$ cat src/logic/gemm_pe.sv
// ----------------------------------------------------------
// signed multiply-accumulate cell of the systolic grid
// accumulator and pass registers zero on clear
// ----------------------------------------------------------
`timescale 1ns/10ps

module gemm_pe #(
    parameter int DW    = 32,
    parameter int ACC_W = 2*DW+1
) (
    input  logic                    clk,
    input  logic                    rst_n,
    input  logic                    clear_i,
    input  logic                    en_i,
    input  logic [DW-1:0]           a_i,
    input  logic [DW-1:0]           b_i,
    output logic [DW-1:0]           a_o,
    output logic [DW-1:0]           b_o,
    output logic signed [ACC_W-1:0] acc_o
);

    logic signed [2*DW-1:0] prod;

    // full-width signed product
    assign prod = $signed(a_i) * $signed(b_i);

    always_ff @(posedge clk) begin
        if (!rst_n || clear_i) begin
            acc_o <= '0;
            a_o   <= '0;
            b_o   <= '0;
        end else if (en_i) begin
            // sign-extended into the guard bit
            acc_o <= acc_o + ACC_W'(prod);
            // a moves right, b moves down
            a_o   <= a_i;
            b_o   <= b_i;
        end
    end

    // engine never clears mid-run
    a_clear_en: assert property (@(posedge clk) disable iff (!rst_n)
        !(clear_i && en_i));

endmodule

$ cat config.mk
export PLATFORM = sky130hd
export DESIGN_NAME = gemm_pe
export DESIGN_NICKNAME = d
export VERILOG_FILES = /design/src/logic/gemm_pe.sv
export SDC_FILE = /design/constraint.sdc
export NUM_CORES = 2
export LEC_CHECK = 0
export BUFFER_PORTS_ARGS = -buffer_cell sky130_fd_sc_hd__buf_2
export CORE_AREA = 4 4 389 295
export DETAILED_ROUTE_END_ITERATION = 7
export DIE_AREA = 0 0 393 299
export HOLD_SLACK_MARGIN = 0.02
export PLACE_DENSITY_LB_ADDON = 0.05
export SYNTH_ARGS = -nofsm -noshare
export SYNTH_HDL_FRONTEND = slang
export SYNTH_SLANG_ARGS = --single-unit
$ cat constraint.sdc
create_clock -name clk -period 11 [get_ports clk]
set_clock_uncertainty 0.05 [all_clocks]
set_input_delay 1.1 -clock clk [delete_from_list [all_inputs] [get_ports clk]]
set_output_delay 1.1 -clock clk [all_outputs]
set_load 0.03 [all_outputs]
* Word-level counts from Yosys, hierarchy flattened
Index checks and enable logic that the tools add are counted.
Operators by class: $mul 1, $add $sub $neg 1, reductions and logical operators 2
Operators with widths (number):
- $add 65x64->65 | 1
- $mul 32x32->64 | 1
- $logic_not 1->1 | 1
- $logic_or 1x1->1 | 1
Word-level totals: bits in registers 129, input port bits 68, output and inout port bits 129, logic and storage cells 7

* Logic depth before layout (Yosys ltp)
depth after elaboration 2, depth in mapped cells 29, gate-level depth less buffers 27

* Worst setup path after synthesis
Ideal clock, no wire load.
path kind input-to-reg, from in b_i[0], to reg acc_o[55], path buffers 2, arrival time 9.100 ns, cell stages on the path 24, data required time 10.828 ns, setup slack 1.728 ns, path through clkbuf_1 -> nand2_1 -> fa_1 -> inv_1 -> fa_1 -> fa_1 -> inv_1 -> fa_1 -> inv_1 -> fa_1 -> fa_1 -> fa_1 -> inv_1 -> fa_1 -> inv_1 -> ha_1 -> clkbuf_1 -> nand2_1 -> nor2_1 -> nand4_1 -> o211a_1 -> or4_4 -> and4_4 -> a311o_1
On the way: cells in the longest elaborated chain, start to end 2
Ends and longest elaborated chain:
- start: declaration | line 16 | input logic [DW-1:0] b_i,
- $mul 32x32->64 | line 25 | assign prod = $signed(a_i) * $signed(b_i);
- $add 65x64->65 | line 34 | acc_o <= acc_o + ACC_W'(prod);
- end signal: assignment | line 34
- end: declaration | line 19 | output logic signed [ACC_W-1:0] acc_o
Every way passes these cells. A chain may end at the register's enable or synchronous reset.

* Worst setup path in the final report
from in a_i[31], to reg acc_o[64]
On the way: cells in the longest elaborated chain, start to end 2
Ends and longest elaborated chain:
- start: declaration | line 15 | input logic [DW-1:0] a_i,
- $mul 32x32->64 | line 25
- $add 65x64->65 | line 34
Every way passes these cells.

==> metrics.txt <==
largest net degree at the start of global routing between 60 and 70; clk_lat worst skew 0.54 ns; final setup TNS 0 ns; Critical path buffers and inverters 7; Critical Path Slowest Stage Cell buf_2; Post-Syn Instances between 4,000 and 5,000; Largest delay share family, worst path adder cells; area of the core 111,000 sq um; Least-Margin Pin Slew roughly 1.1 ns; initial DRC count 1,794; critical path depth in cells 24; Tot GR Track Use 24.7%; GRT busiest layer met2; Crit Path Class input pin to register; WP data required 11.35 ns; Yosys top cell area share between 50% and 60%; max_cap viols 0; aggregate global routing overflow 0; RSZ-0062 raised after global routing no; relative slew slack 29.8%; syn nets 6,363; Critical Path Fanout Max 33; YS warnings 0; Die Height 299 um; I/O Buffers between 150 and 200; met2 global-route usage around two fifths; R2R Setup Slk about 2.9 ns; DRC Markers 0; Synth Flop Type dfxtp_1; area grow syn2layout 6.32%; placement row count 106; Num CTS Buffers 17; Final ANT Viol Nets 0; status completed; final non-filler cell total 6,342; io pins approximately 200; Final min period between 8 and 9 ns; hold buffers post-CTS 0; global placer's final weighted congestion 0.861; Placement Setup Slack 1.37 ns; Syn Area/Cell between 9 and 10 sq um; Fin. Hold Viols 0; synthesized cell area 45,200 sq um; ys async rst share 0%; GR Util met1 a little over a third; DR pass1 iterations 6; Post-synth EDFFs 0; CTS clk-pin slew, worst paths about 0.070 ns; CP cell instances buf_2 > nand2_2 > buf_4 > fa_1 > fa_1 > inv_1 > fa_1 > inv_1 > fa_1 > inv_1 > fa_1 > fa_1 > fa_1 > inv_1 > fa_1 > inv_1 > ha_1 > nand4_1 > nor3_1 > o311ai_1 > a21oi_1 > o21ai_1 > nor4_1 > nor4_1; fmax 112 MHz; CP Launch Point a_i[31]; largest cells by area after synthesis fa_1 54%, inv_1 11%, and2_1 6.3%; chip width 393 um; crit start category input pin; GR Util met3 3.66%; CTS sink count 129; via count of the routed design 31,400; CTS tree built; DIE AREA 118,000 sq um; CP endpoint acc_o[64]; Nets 6,379; initial core utilization 40.7%; Yosys top cell by area fa_1; Filler cells 11,100; final worst slack 2.05 ns; commonest non-fill, non-tap cells in the layout 1,270 x inv_1, 1,222 x fa_1, 591 x nand2_1, 454 x and2_1, 220 x ha_1; post_cts resized 0; hold crit path type register to register; drt via density 4.95; H-tree depth 4; first-pass GRT wire length 216 mm; Slew Limit Fails 0; CTS max path bufs 2; cell mode on critical path fa_1; Layout Utilization 43.3%; R2R depth 24; count of state elements after synthesis 129; WP data arrival 9.29 ns; post-synthesis sequential area ratio 5.72%; Root Buffer Master clkbuf_16; Setup Buffers After CTS 0; CP max stage delay between 0.5 and 0.6 ns; Routed Wire Length ~140 mm; Inst Count DP ~6,300; DP Wirelength 116 mm; number of global-route vias before repair roughly 34,000; # setup viols final 0; most common cell after layout, fill and taps aside inv_1; post-route clock period utilization 81.4%; routed len/inst between 20 and 25 um; initial antenna violation count 6; share of layout cells above drive strength 1 between 5 and 6%; reg2reg end acc_o[60]; Critical R2R Launch acc_o[18]; Distinct cells, synth between 60 and 70; crit end category register
==> flip-flops by register name, indices dropped and copies added, names as in the netlist <==
signal / cells
b_o: 32
acc_o: 65
a_o: 32
==> cell usage after synthesis (all sizes together), types with 11 or more instances <==
cell / count
xnor2: 44
mux2i: 99
inv: 1272
o21bai: 17
a21o: 22
nand2b: 14
nand4: 18
o211ai: 12
nor3: 22
dfxtp: 129
ha: 220
a21oi: 84
fa: 1222
o21ai: 45
and2: 454
nor2: 178
nand3: 35
clkbuf: 237
buf: 12
a211oi: 11
a31oi: 11
xor2: 13
nand2: 592
==> stage by stage <==
| stage | instance area [sq um] | hold slack (ns) |
|---|---|---|
| 6_report | 48000 | 0.439 |
| 5_1_grt | 48000 | 0.467 |
| 4_1_cts | 48000 | 0.442 |
| 3_5_place_dp | 47400 | 0.424 |
| 3_3_place_gp | 47400 | 0.417 |
| 2_1_floorplan | 45200 | 0.551 |
==> layout make-up <==
type | count | area (sq um) | share of cell area, %
multi-input combinational | 3202 | 36900 | 76.8
inverter | 1273 | 4780 | 9.95
sequential | 129 | 2580 | 5.38
tap | 1458 | 1820 | 3.80
timing repair buffer | 246 | 1360 | 2.84
clock buffer | 18 | 439 | 0.914
clock inverter | 14 | 155 | 0.323
antenna | 2 | 5.00 | 0.0104
==> logic make-up (layout without fill, tap and decap cells) <==
family | count (synthesis) | in the layout | share of synthesized area, %
other cells | 0 | 2 | 0
compound gates | 256 | 256 | 3.76
simple gates | 1348 | 1348 | 14.3
flops | 129 | 129 | 5.72
mux | 99 | 99 | 2.19
fa+ha+maj | 1442 | 1442 | 60.2
buf+inv | 1522 | 1551 | 12.7
xor+xnor | 57 | 57 | 1.11
==> metal layers <==
metal / wire [um] / vias up
li1: - / 14000
met1: 62500 / 16700
met4: 2150 / 0
met3: 6100 / 103
met5: 0 / -
met2: 67700 / 641
==> worst min-delay path by stage <==
stage | startpoint | end | slack, ns | cells past startpoint
final | a_o[25] | a_o[25] | 0.44 | 2
after global routing | b_o[6] | b_o[6] | 0.47 | 2
after CTS | a_o[1] | a_o[1] | 0.44 | 2
after detailed placement | a_o[1] | a_o[1] | 0.42 | 2
after global placement | b_o[12] | b_o[12] | 0.42 | 2
after floorplan | acc_o[47] | acc_o[47] | 0.55 | 2
==> tightest hold or removal path, delay by kind of cell (launching register included) <==
kind | cells | cell delay [ns]
mux | 1 | 0.06
flops | 1 | 0.32
simple gates | 1 | 0.07
Power is left out: the tool's default activity adds up to more than one toggle a clock period on the data nets, which glitch-free logic cannot reach.
