--- config.mk ---
export PLATFORM = sky130hd
export DESIGN_NAME = operand_buffer
export DESIGN_NICKNAME = d
export VERILOG_FILES = /design/src/logic/gemm_pkg.sv /design/src/logic/operand_buffer.sv
export SDC_FILE = /design/constraint.sdc
export NUM_CORES = 1
export LEC_CHECK = 0
export BUFFER_PORTS_ARGS = -buffer_cell sky130_fd_sc_hd__buf_2
export CAP_MARGIN = 20
export CORE_MARGIN = 3
export CORE_UTILIZATION = 55
export CTS_BUF_LIST = sky130_fd_sc_hd__clkbuf_4 sky130_fd_sc_hd__clkbuf_8
export DETAILED_ROUTE_END_ITERATION = 10
export GPL_TIMING_DRIVEN = 0
export PLACE_DENSITY = 0.75
export SYNTH_ARGS = -nofsm -noshare
export SYNTH_HDL_FRONTEND = slang
export SYNTH_SLANG_ARGS = --single-unit
--- constraint.sdc ---
create_clock -name clk -period 10.41 [get_ports clk]
set_input_delay 0.5205 -clock clk [delete_from_list [all_inputs] [get_ports clk]]
set_output_delay 0.5205 -clock clk [all_outputs]
set_load 0.01 [all_outputs]
--- src/logic/gemm_pkg.sv ---
// ----------------------------------------------------------
// widths and burst constants shared by the gemm blocks
// one 16-beat burst of 32-bit words fills four buffer rows
// ----------------------------------------------------------
package gemm_pkg;

    // byte addresses, burst aligned
    localparam int ADDR_W = 32;
    localparam int ID_W   = 4;
    localparam int LEN_W  = 8;
    // k runs 4..16, so five bits
    localparam int K_W    = 5;

    // one buffer row = four 32-bit lanes
    localparam int BUF_DW        = 128;
    localparam int BUF_AW        = 4;
    localparam int BEATS_PER_ROW = 4;

    // arlen/awlen carry BURST_LEN-1
    localparam int BURST_LEN   = 16;
    localparam int BURST_BYTES = 64;

    // read streams, A then B
    localparam logic [ID_W-1:0] ID_A = ID_W'(0);
    localparam logic [ID_W-1:0] ID_B = ID_W'(1);

endpackage

--- src/logic/operand_buffer.sv ---
// ----------------------------------------------------------
// 16 x 128-bit operand RAM, one write and one read port
// read is registered, a same-address write returns old data
// ----------------------------------------------------------
`timescale 1ns/10ps

module operand_buffer (
    input  logic                        clk,
    input  logic                        wr_en_i,
    input  logic [gemm_pkg::BUF_AW-1:0] wr_addr_i,
    input  logic [gemm_pkg::BUF_DW-1:0] wr_data_i,
    input  logic [gemm_pkg::BUF_AW-1:0] rd_addr_i,
    output logic [gemm_pkg::BUF_DW-1:0] rd_data_o
);

    // row k holds operand step k
    logic [gemm_pkg::BUF_DW-1:0] mem [2**gemm_pkg::BUF_AW];

    always_ff @(posedge clk) begin
        if (wr_en_i) begin
            mem[wr_addr_i] <= wr_data_i;
        end
        // data one cycle after the address
        rd_data_o <= mem[rd_addr_i];
    end

endmodule

Word-level counts from Yosys, hierarchy flattened --
Memory sizes are Yosys's and may differ from the RTL's. A register that Yosys moved wholly into a read port is not among the register bits. Index checks and enable logic that the tools add are counted.
Storage, ports and cells: flip-flop bits (word level) 0, RAM bits 2048, input port bits 138, output and inout port bits 128, word-level logic and storage cells 3, memories 1
Memories:
- mem | words 16, bits a word 128, rd ports 1, clocked after Yosys merged registers in 1, write ports 1, RTL line operand_buffer.sv:17 | logic [gemm_pkg::BUF_DW-1:0] mem [2**gemm_pkg::BUF_AW];
Cells by class: mux-type cells 2
Operator list (number):
- 1-bit two-way mux | 2

Longest topological paths before layout --
Gate-level depths: netlist (run 1).
depth in word-level cells 2, depth in mapped cells 7, gate-level depth less buffers 3

Worst setup path before layout (run 1) --
Ideal clock, no wire load.
path type input to register, start point input port wr_addr_i[2] in the netlist's numbering, end point memory mem[0][0] in the netlist's numbering, enable pin, library setup time 0.774 ns, arrival 9.674 ns, data required time 9.636 ns, slack -0.038 ns, stages 2, buffers on the path 0, cells stage by stage or3b_2 > nor3_1
RTL lines:
- from (decl) | RTL line operand_buffer.sv:10 | input logic [gemm_pkg::BUF_AW-1:0] wr_addr_i,
- to (decl) | RTL line operand_buffer.sv:17
No word-level cell before the write port.

Worst setup path in the final report (run 1) --
start point input port wr_addr_i[0] in the netlist's numbering, end point memory mem[2][100] in the netlist's numbering, enable pin
No word-level cell before the write port.

==> flow_summary.toml, run 1 <==
[status]
status = "completed"

[sta]
maxSlewHeadroom_pct = 22.9
setup_tns_ps = 0
clock.fmax_mhz = 421
fin_ws_ps = 8030
worstMarginPinSlew_ps = 1160
final.period_utilization_pct = 22.8
rsz0062_at_grt = "false"
slew_violations = 0
hold_violations = 0
min_period_ps = 2380
finalSetupViolations = 0
skew_ps = 93.9

[flow_run]
max-cap-violations = 0

[drt]
wl_per_cell_um = 29.8
via_per_inst = 6.15
drt_iter0_markers = 5159
drc = 0
wl_mm = 191
ant_nets = 0
drtPass1Iterations = 5
via_count = 39500

[worst_setup_path]
critical_path_class = "in2reg"
cp.arrival_ps = 3060
cp-start-kind = "input port"
critPathMaxFanout = 24
timing.critical_path.buf_inv = 5
crit_path_cell_trace = "dlygate4sd3_1, buf_2, nand2b_1, nor2_4, buf_12, buf_12, buf_12"
r2r_slack_ps = 8870
critical-path-top-delay-family = "buffers and inverters"
end_kind = "flip-flop"
slowest_stage = "nor2_4"
crit_path_max_incr_delay_ps = 660
worst_path_most_repeated_cell = "buf_12"
crit_required_ps = 11090

[cts]
clkSinkCount = 2176
max-clock-path-buffers = 4
path_clk_slew_ps = 60
ctsResizeCount = 0
clock_latency_ps = 1030
root_buffer = "clkbuf_8"
cts_tree = "built"
h-tree-depth = 5
cts_buffers = 350

[layout]
drive_gt1_share_pct = 36.2
fin_area_sq_mm = 0.0940
fin_cells = 6423
area_growth_syn_to_layout_pct = 18.3
final_common_cell = "edfxtp_1"
final_cell_mix = "edfxtp_1 (2048), mux4_2 (477), clkbuf_8 (378)"
nets = 4387

[synthesis]
synth_top_family_by_area = "multiplexers"
synth-compound-area-share_pct = 2.59
synthXorXnorAreaFrac_pct = 0
synth_cell_type_count = 25
ys_ff_latch = 2176
synth_simple_gate_area_share_pct = 0.967
syn_area_sq_mm = 0.0794
syn_avg_cell_area_sq_um = 23.7
synth.yosys.seq_area_share_pct = 80.6
ys.warnings.count = 0
synthAdderAreaFrac_pct = 0
synth_mux_area_share_pct = 14.7
synth_nets = 3495
syn_inst = 3357

[global_routing]
gr-total-overflow = 0
first_global_vias = 40600
grtUsageTotal_pct = 26.1
grt_pass1_wl_mm = 275
grt_max_degree = 26
antenna_found_initial = 26

[placement]
io_buffers = 263
hpwlAfterDp_mm = 120
dp_slack_ps = 7230
post_dp_cell_area_sq_mm = 0.0858
gp_congestion = 0.731
dp_cells = 5654

[pwr]
vdd_drop_max_mv = 0.0980
p_leak_nw = 31.0
power_mw = 18.0
p_per_area_mw_per_mm2 = 192

[floorplanning]
die_area_sq_mm = 0.149
initial_core_util_pct = 55.8
io_pins = 266
core_area_sq_mm = 0.142
dieWidth_um = 386
die_h_um = 386
rows = 138

[hold_path]
hold_class = "in2reg"
[worst paths after layout]
kind	from	end	depth (start not counted)
hold / removal	wr_addr_i[3]	mem[3][37]	3
setup / recovery	wr_addr_i[0]	mem[2][100]	7
hold reg to reg	mem[7][122]	rd_data_o[122]	3
setup reg to reg	mem[7][110]	rd_data_o[110]	3
[state kept, by name, summed over array words and instances, names as in the netlist]
register   cells
mem         2048
rd_data_o    128
[where the power goes]
group | internal, mW | switching (mW) | total [mW]
registers | 9.79 | 0.0702 | 9.87
logic | 0.411 | 0.590 | 1.00
clock network | 3.94 | 3.20 | 7.14
total | 14.1 | 3.86 | 18.0
[layer usage]
layer	global-route usage, %	share of wire, %	up-vias
met1	36.3	38	20500
met3	7.70	12	330
met2	40.4	48	2412
met5	0	0.047	-
met4	8.18	2.6	14
li1	-	-	16200
[logic make-up (layout without fill, tap and decap cells)]
kind of cell	after synthesis	count (layout)
DFF	2176	2176
muxes	565	565
AOI/OAI and AO/OA	273	273
buffers and inverters	176	1332
and+or+nand+nor	167	167
other	0	20
[tightest hold or removal path, delay by kind of cell]
kind | cells | cell delay, ps
buffers and inverters | 1 | 110
AND/OR/NAND/NOR | 2 | 430
[per-stage QoR]
stage	util, %	hold slack [ps]
final	66.0	222
after global routing	66.0	144
after CTS	65.9	109
after detailed placement	60.2	656
after global placement	58.4	647
after floorplan	-	619
[final cells by class]
class / count / area [sq um]
Clock inverter: 102 / 589
Buffer: 176 / 858
Antenna cell: 20 / 50.0
Fill cell: 8817 / 48400
Clock buffer: 514 / 6220
Tap cell: 1890 / 2360
Timing Repair Buffer: 540 / 5220
Sequential cell: 2176 / 64100
Multi-Input combinational cell: 1005 / 14600
[cell usage after synthesis (all sizes together)]
library cell  instances  area (sq um)
edfxtp             2048         61500
a22oi               215          1610
dfxtp               128          2560
nor3                  4          20.0
nor2b                29           181
nand3                 1          5.00
mux2                 64           721
nand3b                2          15.0
a221oi               12           105
mux4                477         10700
o21ai                17          85.1
or3b                  1          8.76
o221ai               23           201
and2                  3          18.8
o22a                  6          52.6
mux2i                24           240
clkbuf               65           244
nand2                95           357
or2                   1          6.26
nand2b               16           100
buf                 111           614
nor2                 15          56.3
[what timing repair did]
action,4_1_cts,5_1_grt
hold buffers,131,0
setup buffers,0,0
endpoints found under the hold margin,2067,0
Power figures use the tool's default switching activity.
==> inputs of run 2 (changes only) <==
==> constraint.sdc (replaced) <==
create_clock -name clk -period 2 [get_ports clk]
set_input_delay 0.1 -clock clk [delete_from_list [all_inputs] [get_ports clk]]
set_output_delay 0.1 -clock clk [all_outputs]
set_load 0.01 [all_outputs]
==> run 2 against run 1 <==
Compared with the run above: the flow now finishes with violations (negative hold slack); critical path depth is 1 lower; core utilization is 1.3 points higher; sequential power increased to 5.2 times the previous value; total power increased to 5.2 times the previous value; global-route usage increased by 0.62 points; die area did not move; critical path type unchanged; critical endpoint is now mem[0][116].
==> flow_summary.toml, run 2 (synthesis gave the netlist of run 1 again) <==
[placement]
gp_congestion = 0.735
hpwlAfterDp_mm = 121
io_buffers = 263
dp_slack_ps = -983

[worst_setup_path]
rr_worst_depth = 3
critical_path_class = "in2reg"
crit_required_ps = 2710
critPathMaxFanout = 14
end_kind = "flip-flop"
cp-start-kind = "input port"
reg2reg_from = "mem[3][4]"
cp.arrival_ps = 2690
reg2reg_to = "rd_data_o[4]"
r2r_slack_ps = 450

[status]
status = "finished, violations left"
violations = "negative hold slack"

[pwr]
power_mw = 94.5
p_leak_nw = 31.7
p_per_area_mw_per_mm2 = 986
vdd_drop_max_mv = 0.726

[sta]
min_period_ps = 1980
hold_violations = 26
timing.hold.ws_ps = -279
maxSlewHeadroom_pct = 25.1
final.period_utilization_pct = 99.0
skew_ps = 54.3
finalSetupViolations = 0
clock.fmax_mhz = 505
fin_ws_ps = 20.0
slew_violations = 0
worstMarginPinSlew_ps = 1120

[cts]
cts_tree = "built"
cts_buffers = 351
max-clock-path-buffers = 4
h-tree-depth = 5
clock_latency_ps = 1030
ctsResizeCount = 0
clkSinkCount = 2176
path_clk_slew_ps = 60
root_buffer = "clkbuf_8"

[drt]
ant_nets = 0
drc = 0
via_per_inst = 6.17
wl_per_cell_um = 29.9
wl_mm = 195
via_count = 40400
drt_iter0_markers = 5336
drtPass1Iterations = 5

[layout]
reg_top3 = "mem x2048, rd_data_o x128"
drive_gt1_share_pct = 34.4
final_cell_mix = "edfxtp_1 (2048), mux4_2 (477), clkbuf_8 (396)"
top_register = "mem"
area_growth_syn_to_layout_pct = 20.6
largest_reg_flops = 2048
final_common_cell = "edfxtp_1"
nets = 4529

[floorplanning]
initial_core_util_pct = 55.8
dieWidth_um = 386
die_area_sq_mm = 0.149
die_h_um = 386
io_pins = 266
core_area_sq_mm = 0.142
rows = 138

[global_routing]
antenna_found_initial = 23
first_global_vias = 41800
gr-total-overflow = 0
grtUsageTotal_pct = 26.7
grt_pass1_wl_mm = 284
grt_max_degree = 26

[flow_run]
max-cap-violations = 0

[hold_path]
hold_depth = 3
hp-start = "wr_addr_i[3]"
whs_endpoint = "mem[0][51]"
hold_class = "in2reg"
## run 2: final cells by class
class | count | area (sq um)
fillers | 8684 | 46600
plain buffers | 176 | 858
flip-flops and latches | 2176 | 64100
well taps | 1890 | 2360
clock buffers | 500 | 6230
clock inverters | 101 | 648
repair buffers | 681 | 6950
multi-input cells | 1005 | 14700
diodes | 13 | 32.5
## run 2: metrics by stage
stage	std cells	area, sq um	util [%]	setup TNS, ps
finish	6542	95800	67.3	0
global route	6531	95800	67.2	-12.4
CTS	6518	95700	67.2	0
detailed placement	5630	85900	60.3	-290570
global placement	5510	83300	58.5	-8146300
floorplan	3357	79600	-	-2296580
## run 2: critical path: stages
cell	delay (ps)
buf_2	160
dlygate4sd3_1	610
nor3_4	620
buf_16	210
dlygate4sd3_1	760
buf_16	200
## run 2: layer usage
| metal | up-vias | wire [um] | track usage, % |
|---|---|---|---|
| met5 | - | 85 | 0 |
| met4 | 12 | 5140 | 8.41 |
| met3 | 346 | 20500 | 7.00 |
| met2 | 2458 | 96000 | 42.1 |
| met1 | 21100 | 73700 | 37.2 |
| li1 | 16500 | - | - |
## run 2: power by group
| group | switching, mW | internal (mW) | leakage [nW] | total (mW) |
|---|---|---|---|---|
| registers | 0.369 | 51.0 | 19.6 | 51.4 |
| logic | 3.16 | 2.35 | 8.45 | 5.51 |
| clock network | 16.6 | 20.9 | 3.65 | 37.6 |
| total | 20.2 | 74.3 | 31.7 | 94.5 |
## run 2: how the worst max path moves through the flow
stage / startpoint / endpoint / slack, ps / depth (start not counted)
5_1_grt: wr_addr_i[1] / mem[0][116] / -10 / 6
3_3_place_gp: wr_addr_i[2] / mem[0][122] / -6080 / 3
4_1_cts: wr_addr_i[2] / mem[0][124] / 40 / 8
2_1_floorplan: wr_addr_i[2] / mem[0][0] / -2090 / 2
6_report: wr_addr_i[1] / mem[0][116] / 20 / 6
3_5_place_dp: rd_addr_i[3] / rd_data_o[121] / -980 / 5
## run 2: repair_timing
| item | CTS | global route |
|---|---|---|
| setup endpoints to repair | 0 | 11 |
| endpoints found under the hold margin | 2793 | 57 |
| hold buffers | 287 | 7 |
| setup buffers | 0 | 2 |
