**config.mk**
```make
export PLATFORM = sky130hd
export DESIGN_NAME = mm_engine
export DESIGN_NICKNAME = d
export VERILOG_FILES = /design/src/logic/gemm_pkg.sv /design/src/logic/mm_engine.sv
export SDC_FILE = /design/constraint.sdc
export NUM_CORES = 1
export LEC_CHECK = 0
export ABC_AREA = 1
export BUFFER_PORTS_ARGS = -buffer_cell sky130_fd_sc_hd__buf_2
export CORE_AREA = 2 2 207 209
export DETAILED_ROUTE_END_ITERATION = 7
export DIE_AREA = 0 0 209 211
export GPL_TIMING_DRIVEN = 0
export SYNTH_ARGS = -nofsm -noshare
export SYNTH_HDL_FRONTEND = slang
export SYNTH_SLANG_ARGS = --single-unit
```
**constraint.sdc**
```tcl
create_clock -name clk -period 1.9 [get_ports clk]
set_clock_uncertainty 0.05 [all_clocks]
set_input_delay 0.38 -clock clk [delete_from_list [all_inputs] [get_ports clk]]
set_output_delay 0.38 -clock clk [all_outputs]
set_load 0.01 [all_outputs]
```
**src/logic/gemm_pkg.sv**
```systemverilog
// ----------------------------------------------------------
// widths and burst constants shared by the gemm blocks
// one 16-beat burst of 32-bit words fills four buffer rows
// ----------------------------------------------------------
package gemm_pkg;

    // byte addresses, burst aligned
    localparam int ADDR_W = 32;
    localparam int ID_W   = 4;
    localparam int LEN_W  = 8;
    // k runs 4..16, so five bits
    localparam int K_W    = 5;

    // one buffer row = four 32-bit lanes
    localparam int BUF_DW        = 128;
    localparam int BUF_AW        = 4;
    localparam int BEATS_PER_ROW = 4;

    // arlen/awlen carry BURST_LEN-1
    localparam int BURST_LEN   = 16;
    localparam int BURST_BYTES = 64;

    // read streams, A then B
    localparam logic [ID_W-1:0] ID_A = ID_W'(0);
    localparam logic [ID_W-1:0] ID_B = ID_W'(1);

endpackage

```
**src/logic/mm_engine.sv**
```systemverilog
// ----------------------------------------------------------
// streams buffer rows into the PE grid with diagonal skew
// done pulses K + 2*SA_WIDTH cycles after start
// mat_k_i must hold steady for the whole run
// ----------------------------------------------------------
`timescale 1ns/10ps

module mm_engine #(
    parameter int DW       = 32,
    parameter int SA_WIDTH = 4
) (
    input  logic                        clk,
    input  logic                        rst_n,
    input  logic                        start_i,
    input  logic [gemm_pkg::K_W-1:0]    mat_k_i,
    input  logic [gemm_pkg::BUF_DW-1:0] a_row_i,
    input  logic [gemm_pkg::BUF_DW-1:0] b_row_i,
    output logic                        done_o,
    output logic [gemm_pkg::BUF_AW-1:0] a_rd_addr_o,
    output logic [gemm_pkg::BUF_AW-1:0] b_rd_addr_o,
    output logic                        clear_o,
    output logic                        en_o,
    output logic [DW-1:0]               a_edge_o [SA_WIDTH],
    output logic [DW-1:0]               b_edge_o [SA_WIDTH]
);

    localparam int CNT_W = gemm_pkg::K_W + 1;

    logic             run;
    logic [CNT_W-1:0] cnt;
    logic [CNT_W-1:0] k_ext;
    // buffer output carries a real row
    logic             rd_vld;

    assign k_ext = CNT_W'(mat_k_i);

    // cnt 0 is the cycle after start
    always_ff @(posedge clk) begin
        if (!rst_n) begin
            run <= 1'b0;
            cnt <= '0;
        end else if (start_i) begin
            run <= 1'b1;
            cnt <= '0;
        end else if (done_o) begin
            run <= 1'b0;
        end else if (run) begin
            cnt <= cnt + 1'b1;
        end
    end

    always_ff @(posedge clk) begin
        if (!rst_n || start_i) begin
            rd_vld <= 1'b0;
        end else begin
            rd_vld <= run && (cnt < k_ext);
        end
    end

    // rows 0..K-1, later addresses are masked by rd_vld
    assign a_rd_addr_o = cnt[gemm_pkg::BUF_AW-1:0];
    assign b_rd_addr_o = cnt[gemm_pkg::BUF_AW-1:0];

    assign clear_o = start_i;
    // first row at the edge on cnt 1, last PE busy until K+2S-2
    assign en_o    = run && (cnt != '0) && (cnt <= k_ext + CNT_W'(2*SA_WIDTH - 2));
    assign done_o  = run && (cnt == k_ext + CNT_W'(2*SA_WIDTH - 1));

    genvar i;
    generate
        for (i = 0; i < SA_WIDTH; i++) begin : g_lane
            logic [DW-1:0] a_in;
            logic [DW-1:0] b_in;

            // zeros outside the operand window
            assign a_in = rd_vld ? a_row_i[i*DW +: DW] : '0;
            assign b_in = rd_vld ? b_row_i[i*DW +: DW] : '0;

            if (i == 0) begin : g_direct
                assign a_edge_o[i] = a_in;
                assign b_edge_o[i] = b_in;
            end else begin : g_delay
                // lane i waits i cycles
                logic [DW-1:0] a_dly [i];
                logic [DW-1:0] b_dly [i];

                always_ff @(posedge clk) begin
                    if (!rst_n || start_i) begin
                        for (int d = 0; d < i; d++) begin
                            a_dly[d] <= '0;
                            b_dly[d] <= '0;
                        end
                    end else begin
                        a_dly[0] <= a_in;
                        b_dly[0] <= b_in;
                        for (int d = 1; d < i; d++) begin
                            a_dly[d] <= a_dly[d-1];
                            b_dly[d] <= b_dly[d-1];
                        end
                    end
                end

                assign a_edge_o[i] = a_dly[i-1];
                assign b_edge_o[i] = b_dly[i-1];
            end
        end
    endgenerate

    // dma must wait for done before the next start
    a_no_restart: assert property (@(posedge clk) disable iff (!rst_n)
        start_i |-> !run);

endmodule

```
After elaboration in Yosys (flattened, before gate mapping)
Memory sizes are Yosys's and may differ from the RTL's. Index checks and enable logic that the tools add are counted.

Bits in writable memories: 384. Bits in read-only memories: 0. Output and inout port bits: 267. Register bits after elaboration: 8. Word-level logic and storage cells: 66. Bits in latches: 0. Memories: 6. Bits of input ports: 264.

Muxes and demuxes: 27. $lt $le $gt $ge: 2. Reduce and logical (&&, ||, !) cells: 12. $mul: 0. $add $sub $neg: 3. Equal/unequal tests: 1. Bitwise operators: 12. Shifts and indexed selects: 0. Divide/modulo/power cells: 0.

Memory list: g_lane[3].g_delay.a_dly (words 3, bits a word 32, rd ports 3, clocked after Yosys merged registers in 0, wr ports 3, RTL line mm_engine.sv:84) `logic [DW-1:0] a_dly [i];`; g_lane[3].g_delay.b_dly (words 3, bits a word 32, rd ports 3, clocked after Yosys merged registers in 0, wr ports 3, RTL line mm_engine.sv:85) `logic [DW-1:0] b_dly [i];`; g_lane[2].g_delay.a_dly (words 2, bits a word 32, rd ports 2, clocked after Yosys merged registers in 0, wr ports 2, RTL line mm_engine.sv:84); g_lane[2].g_delay.b_dly (words 2, bits a word 32, rd ports 2, clocked after Yosys merged registers in 0, wr ports 2, RTL line mm_engine.sv:85); g_lane[1].g_delay.a_dly (words 1, bits a word 32, rd ports 1, clocked after Yosys merged registers in 0, wr ports 1, RTL line mm_engine.sv:84); g_lane[1].g_delay.b_dly (words 1, bits a word 32, rd ports 1, clocked after Yosys merged registers in 0, wr ports 1, RTL line mm_engine.sv:85).

Operators by type and width (number): $mux 32 (20); $reduce_or 32->1 (2); $add 5x3->6 const B (2); $or 1x1->1 (10); $mux 1 (7); $add 6x1->6 const B (1); $eq 6x6->1 (1); $le 6x6->1 (1); $lt 6x5->1 (1); $reduce_bool 6->1 (1); $logic_and 1x1->1 (4); $not 1->1 (2); $reduce_and 2->1 (1); $reduce_bool 2->1 (1); $reduce_or 2->1 (1); $logic_not 1->1 (1); $logic_or 1x1->1 (1).

Logic depth before layout (Yosys ltp)
Depth after elaboration: 5. Depth in mapped cells: 13. Mapped depth without buffers: 13.

Worst setup path before layout
OpenSTA, ideal clock, no wires.

Path type: in2out. From: input mat_k_i[1] (netlist bit). To: output en_o. Stages: 7. Path buffers: 0. Arrival time: 1511 ps. Required time: 1470 ps. Setup slack: -41 ps. Path through: inv_1 ha_1 xor2_1 ha_1 nand3_1 o22a_1 nor2_1.

Longest elaborated chain between the ends: 3.

RTL lines: start, declared (RTL line mm_engine.sv:15) `input logic [gemm_pkg::K_W-1:0] mat_k_i,`; $add 5x3->6 (RTL line mm_engine.sv:66) `assign en_o = run && (cnt != '0) && (cnt <= k_ext + CNT_W'(2*SA_WIDTH - 2));`; $le 6x6->1 (RTL line mm_engine.sv:66); $logic_and 1x1->1 (RTL line mm_engine.sv:66); end, declared (RTL line mm_engine.sv:22) `output logic en_o,`.

No other way between the ends.

Worst setup path in the final report
From: register cnt[1]. To: output en_o.

Longest elaborated chain between the ends: 3. Elaborated cells on any way between the ends: 4. Those cells by class: 1 x order compare; 3 x reduce/logical.

RTL lines: start, declared (RTL line mm_engine.sv:30) `logic [CNT_W-1:0] cnt;`; start signal, assigned (RTL line mm_engine.sv:48) `cnt <= cnt + 1'b1;`; branches (longest 2 deep; another with $le 6x6->1); $logic_and 1x1->1 (*) (RTL line mm_engine.sv:66).

Every way passes the cells marked *.

==> results.toml <==
[min_path]
min_from = "a_row_i[38]"
hold_path_class = "input port to flip-flop"

[power]
max-vdd-ir-drop_uv = 715.4
p_int_mw = 14.15
p_comb_share_pct = 6.9
p_leak_nw = 11.21
netSwitchingFraction_pct = 21.63
seq_power_share_pct = 45.8
p_clk_share_pct = 47.3
switching_power_mw = 3.904
p_per_area_nw_per_um2 = 860.7

[timing]
maxSlewViolCount = 0
setup_viol = 27
min_period_over_period_pct = 120.7
layout_setup_ws_ns = -0.3926
hold_violations = 0
rsz0062_at_grt = "yes"
fmax_ghz = 0.4362
slew_headroom_pct = 52.55
fin_crit_ns = 2.293
tightestPinTransition_ns = 0.7118

[cts]
cts_tree = "done"
cts.clk_slew.worst_paths_ns = 0.06
clock_sinks = 392
clock_latency_ns = 0.56
root_buffer = "clkbuf_16"
cts_buffer_depth = 3
cts_max_level = 2
numCtsBuffers = 43

[critical_path]
crit_type = "flip-flop to primary output"
crit_buf_inv = 1
cp_slowest_cell = "dfxtp_4"
cp_cell_sequence = "ha_4 > o21bai_1 > a21oi_1 > nor2_1 > o22a_1 > nor2_2 > buf_2"
startpoint = "cnt[1]"
r2r_cells = 12
r2r-end = "cnt[3]"
cp_data_required_time_ns = 1.47
cp.arrival_ns = 1.86
cp_slowest_stage_delay_ns = 0.36
end_kind = "primary output"
crit_fanout = 3
cp_num_cells = 7
ff2ff_setup_slack_ns = 0.14
start_kind = "flip-flop"
crit_family = "compound AO/OA/AOI/OAI gates"
reg2reg_from = "cnt[0]"
timing.critical_path.to = "en_o"

[finish]
final_common_cell = "buf_2"
area.growth.synth_to_final_pct = 58.91
fin_area_sq_um = 20970
fin_nets = 2663
layout.cells.non_filler = 2954
fillerInstances = 3724
final_cell_mix = "buf_2 (494), inv_1 (414), nor2_1 (390)"
drive_gt1_share_pct = 37.96

[place]
globalplace.congestion = 0.9378
io_buffer_count = 530
dp_hpwl_mm = 26.11
place_inst = 2675
placed_cell_area_sq_um = 16530

[floorplanning]
io_pins = 531
core_area_sq_um = 41760
start_util_pct = 31.60
rows = 75
dieArea_sq_um = 44100
chipWidth_um = 209
dieHeight_um = 211

[synthesis]
ys_types = 23
synth_warnings = 0
postSynthCellCount = 1606
syn_area_per_cell_sq_um = 8.218
synth-seq-cells = 392
syn_nets = 1885
yosysTopAreaCell = "dfxtp_1"
ys_seq_area_share_pct = 59.46
synth_top_area_share_pct = 59.46
synth_area_sq_um = 13200
ys_top_cells_by_area = "dfxtp_1 (59%), inv_1 (13%), nor2_1 (11%), buf_4 (7.8%), nand2_1 (2.8%)"

[detailed_routing]
met1_length_mm = 16.00
wl_mm = 39.05
vias = 11450
drtAntennaViolNets = 0
routedWlPerCell_um = 13.22
remaining_drc_errors = 0
top_layer = "met4"
viasPerCell = 3.875
dr_wl_met3_mm = 2.878
drtIter0Drc = 416
routed-wl-met2_mm = 18.84
drt_first_pass_iters = 7

[status]
status = "finished, violations left"
violations = "setup timing"

[grt]
grt_antenna_before_repair = 0
grt_max_degree = 14
grt_pass1_wl_mm = 57.62
grt_usage_pct = 16.57
grt_overflow = 0
grt_pass1_vias = 11500

[run]
max_cap_viol_count = 0
cell type report:
cell class / instances / area [sq um] / area share (%)
flip-flops and latches: 392 / 7869 / 37.52
repair buffers: 734 / 5061 / 24.13
multi-input cells: 553 / 2760 / 13.16
inverters: 473 / 1785 / 8.513
plain buffers: 187 / 1350 / 6.437
clock buffers: 58 / 1222 / 5.829
well taps: 539 / 674.4 / 3.216
clock inverters: 16 / 245.2 / 1.169
diodes: 2 / 5.005 / 0.02386
layer usage:
layer | up-vias | track usage, %
met1 | 5117 | 19.48
met4 | 0 | 6.773
met2 | 405 | 28.37
met3 | 102 | 4.832
met5 | - | 0
li1 | 5824 | -
sequential cells by signal, summed over array words and instances, names as in the netlist:
register              count
g_lane.g_delay.a_dly    192
run                       1
g_lane.g_delay.b_dly    192
rd_vld                    1
cnt                       6
worst register-to-register path, delay by kind of cell, from the launching register on:
family | cells | cell delay (ns)
simple gates | 7 | 0.55
buf+inv | 3 | 0.28
fa+ha+maj | 1 | 0.20
compound gates | 1 | 0.21
flops | 1 | 0.35
cells by family after synthesis:
kind of cell,share of synthesized area (%)
and+or+nand+nor,15.07
xor gates and xnor gates,0.3982
DFF,59.46
adders and majority gates,1.422
buffers and inverters,22.83
AOI/OAI and AO/OA,0.8154
per-stage QoR:
step	setup slack [ns]	hold WS (ns)	utilization [%]	setup TNS (ns)	power (mW)
5_1_grt	-0.4729	0.02715	50.21	-3.875	18.73
3_3_place_gp	-0.7452	0.3442	39.58	-105.07	9.201
6_report	-0.3926	0.04850	50.22	-1.317	18.05
3_5_place_dp	-0.7837	0.3466	39.58	-114.85	9.210
4_1_cts	-0.4436	0.005905	48.44	-3.759	18.16
2_1_floorplan	0.03047	0.3436	-	0	8.773
worst min-delay path by stage:
| stage | slack (ns) | endpoint | depth (start not counted) |
|---|---|---|---|
| after floorplan | 0.34 | g_lane[2].g_delay.a_dly[0][32] | 2 |
| after global placement | 0.34 | g_lane[3].g_delay.b_dly[0][33] | 2 |
| after detailed placement | 0.35 | g_lane[3].g_delay.a_dly[0][88] | 2 |
| after CTS | 0.006 | run | 3 |
| after global routing | 0.03 | run | 3 |
| final | 0.05 | g_lane[1].g_delay.a_dly[0][6] | 3 |
cell usage after synthesis:
library cell,instances
ha_1,15
buf_4,137
inv_2,7
buf_1,4
nor2_4,2
o22a_1,1
buf_2,14
xor2_1,6
o21bai_1,4
nor2_1,392
dfxtp_1,392
nor3_1,1
nand2_4,2
nand2_1,98
nand3_1,15
a21oi_2,1
clkbuf_1,33
inv_1,465
nand4_1,1
clkinv_1,1
a21oi_1,10
nand2_2,3
o21ai_0,2
repair_timing:
action                                 4_1_cts  5_1_grt
cloned                                       2        6
setup endpoints to repair                  230       63
buffers inserted                             8        1
hold buffers                               188        0
endpoints found under the hold margin      188        0
gates resized for setup                     76      197
pin swaps                                    9        8
power groups by stage:
| stage | Combinational [mW] | Sequential (mW) | Clock [mW] |
|---|---|---|---|
| finish | 1.25 | 8.27 | 8.53 |
| global route | 1.35 | 8.27 | 9.11 |
| CTS | 1.11 | 8.27 | 8.78 |
| detailed placement | 0.754 | 8.46 | 0 |
| global placement | 0.746 | 8.46 | 0 |
| floorplan | 0.315 | 8.46 | 0 |
(Power assumes the default switching activity.)
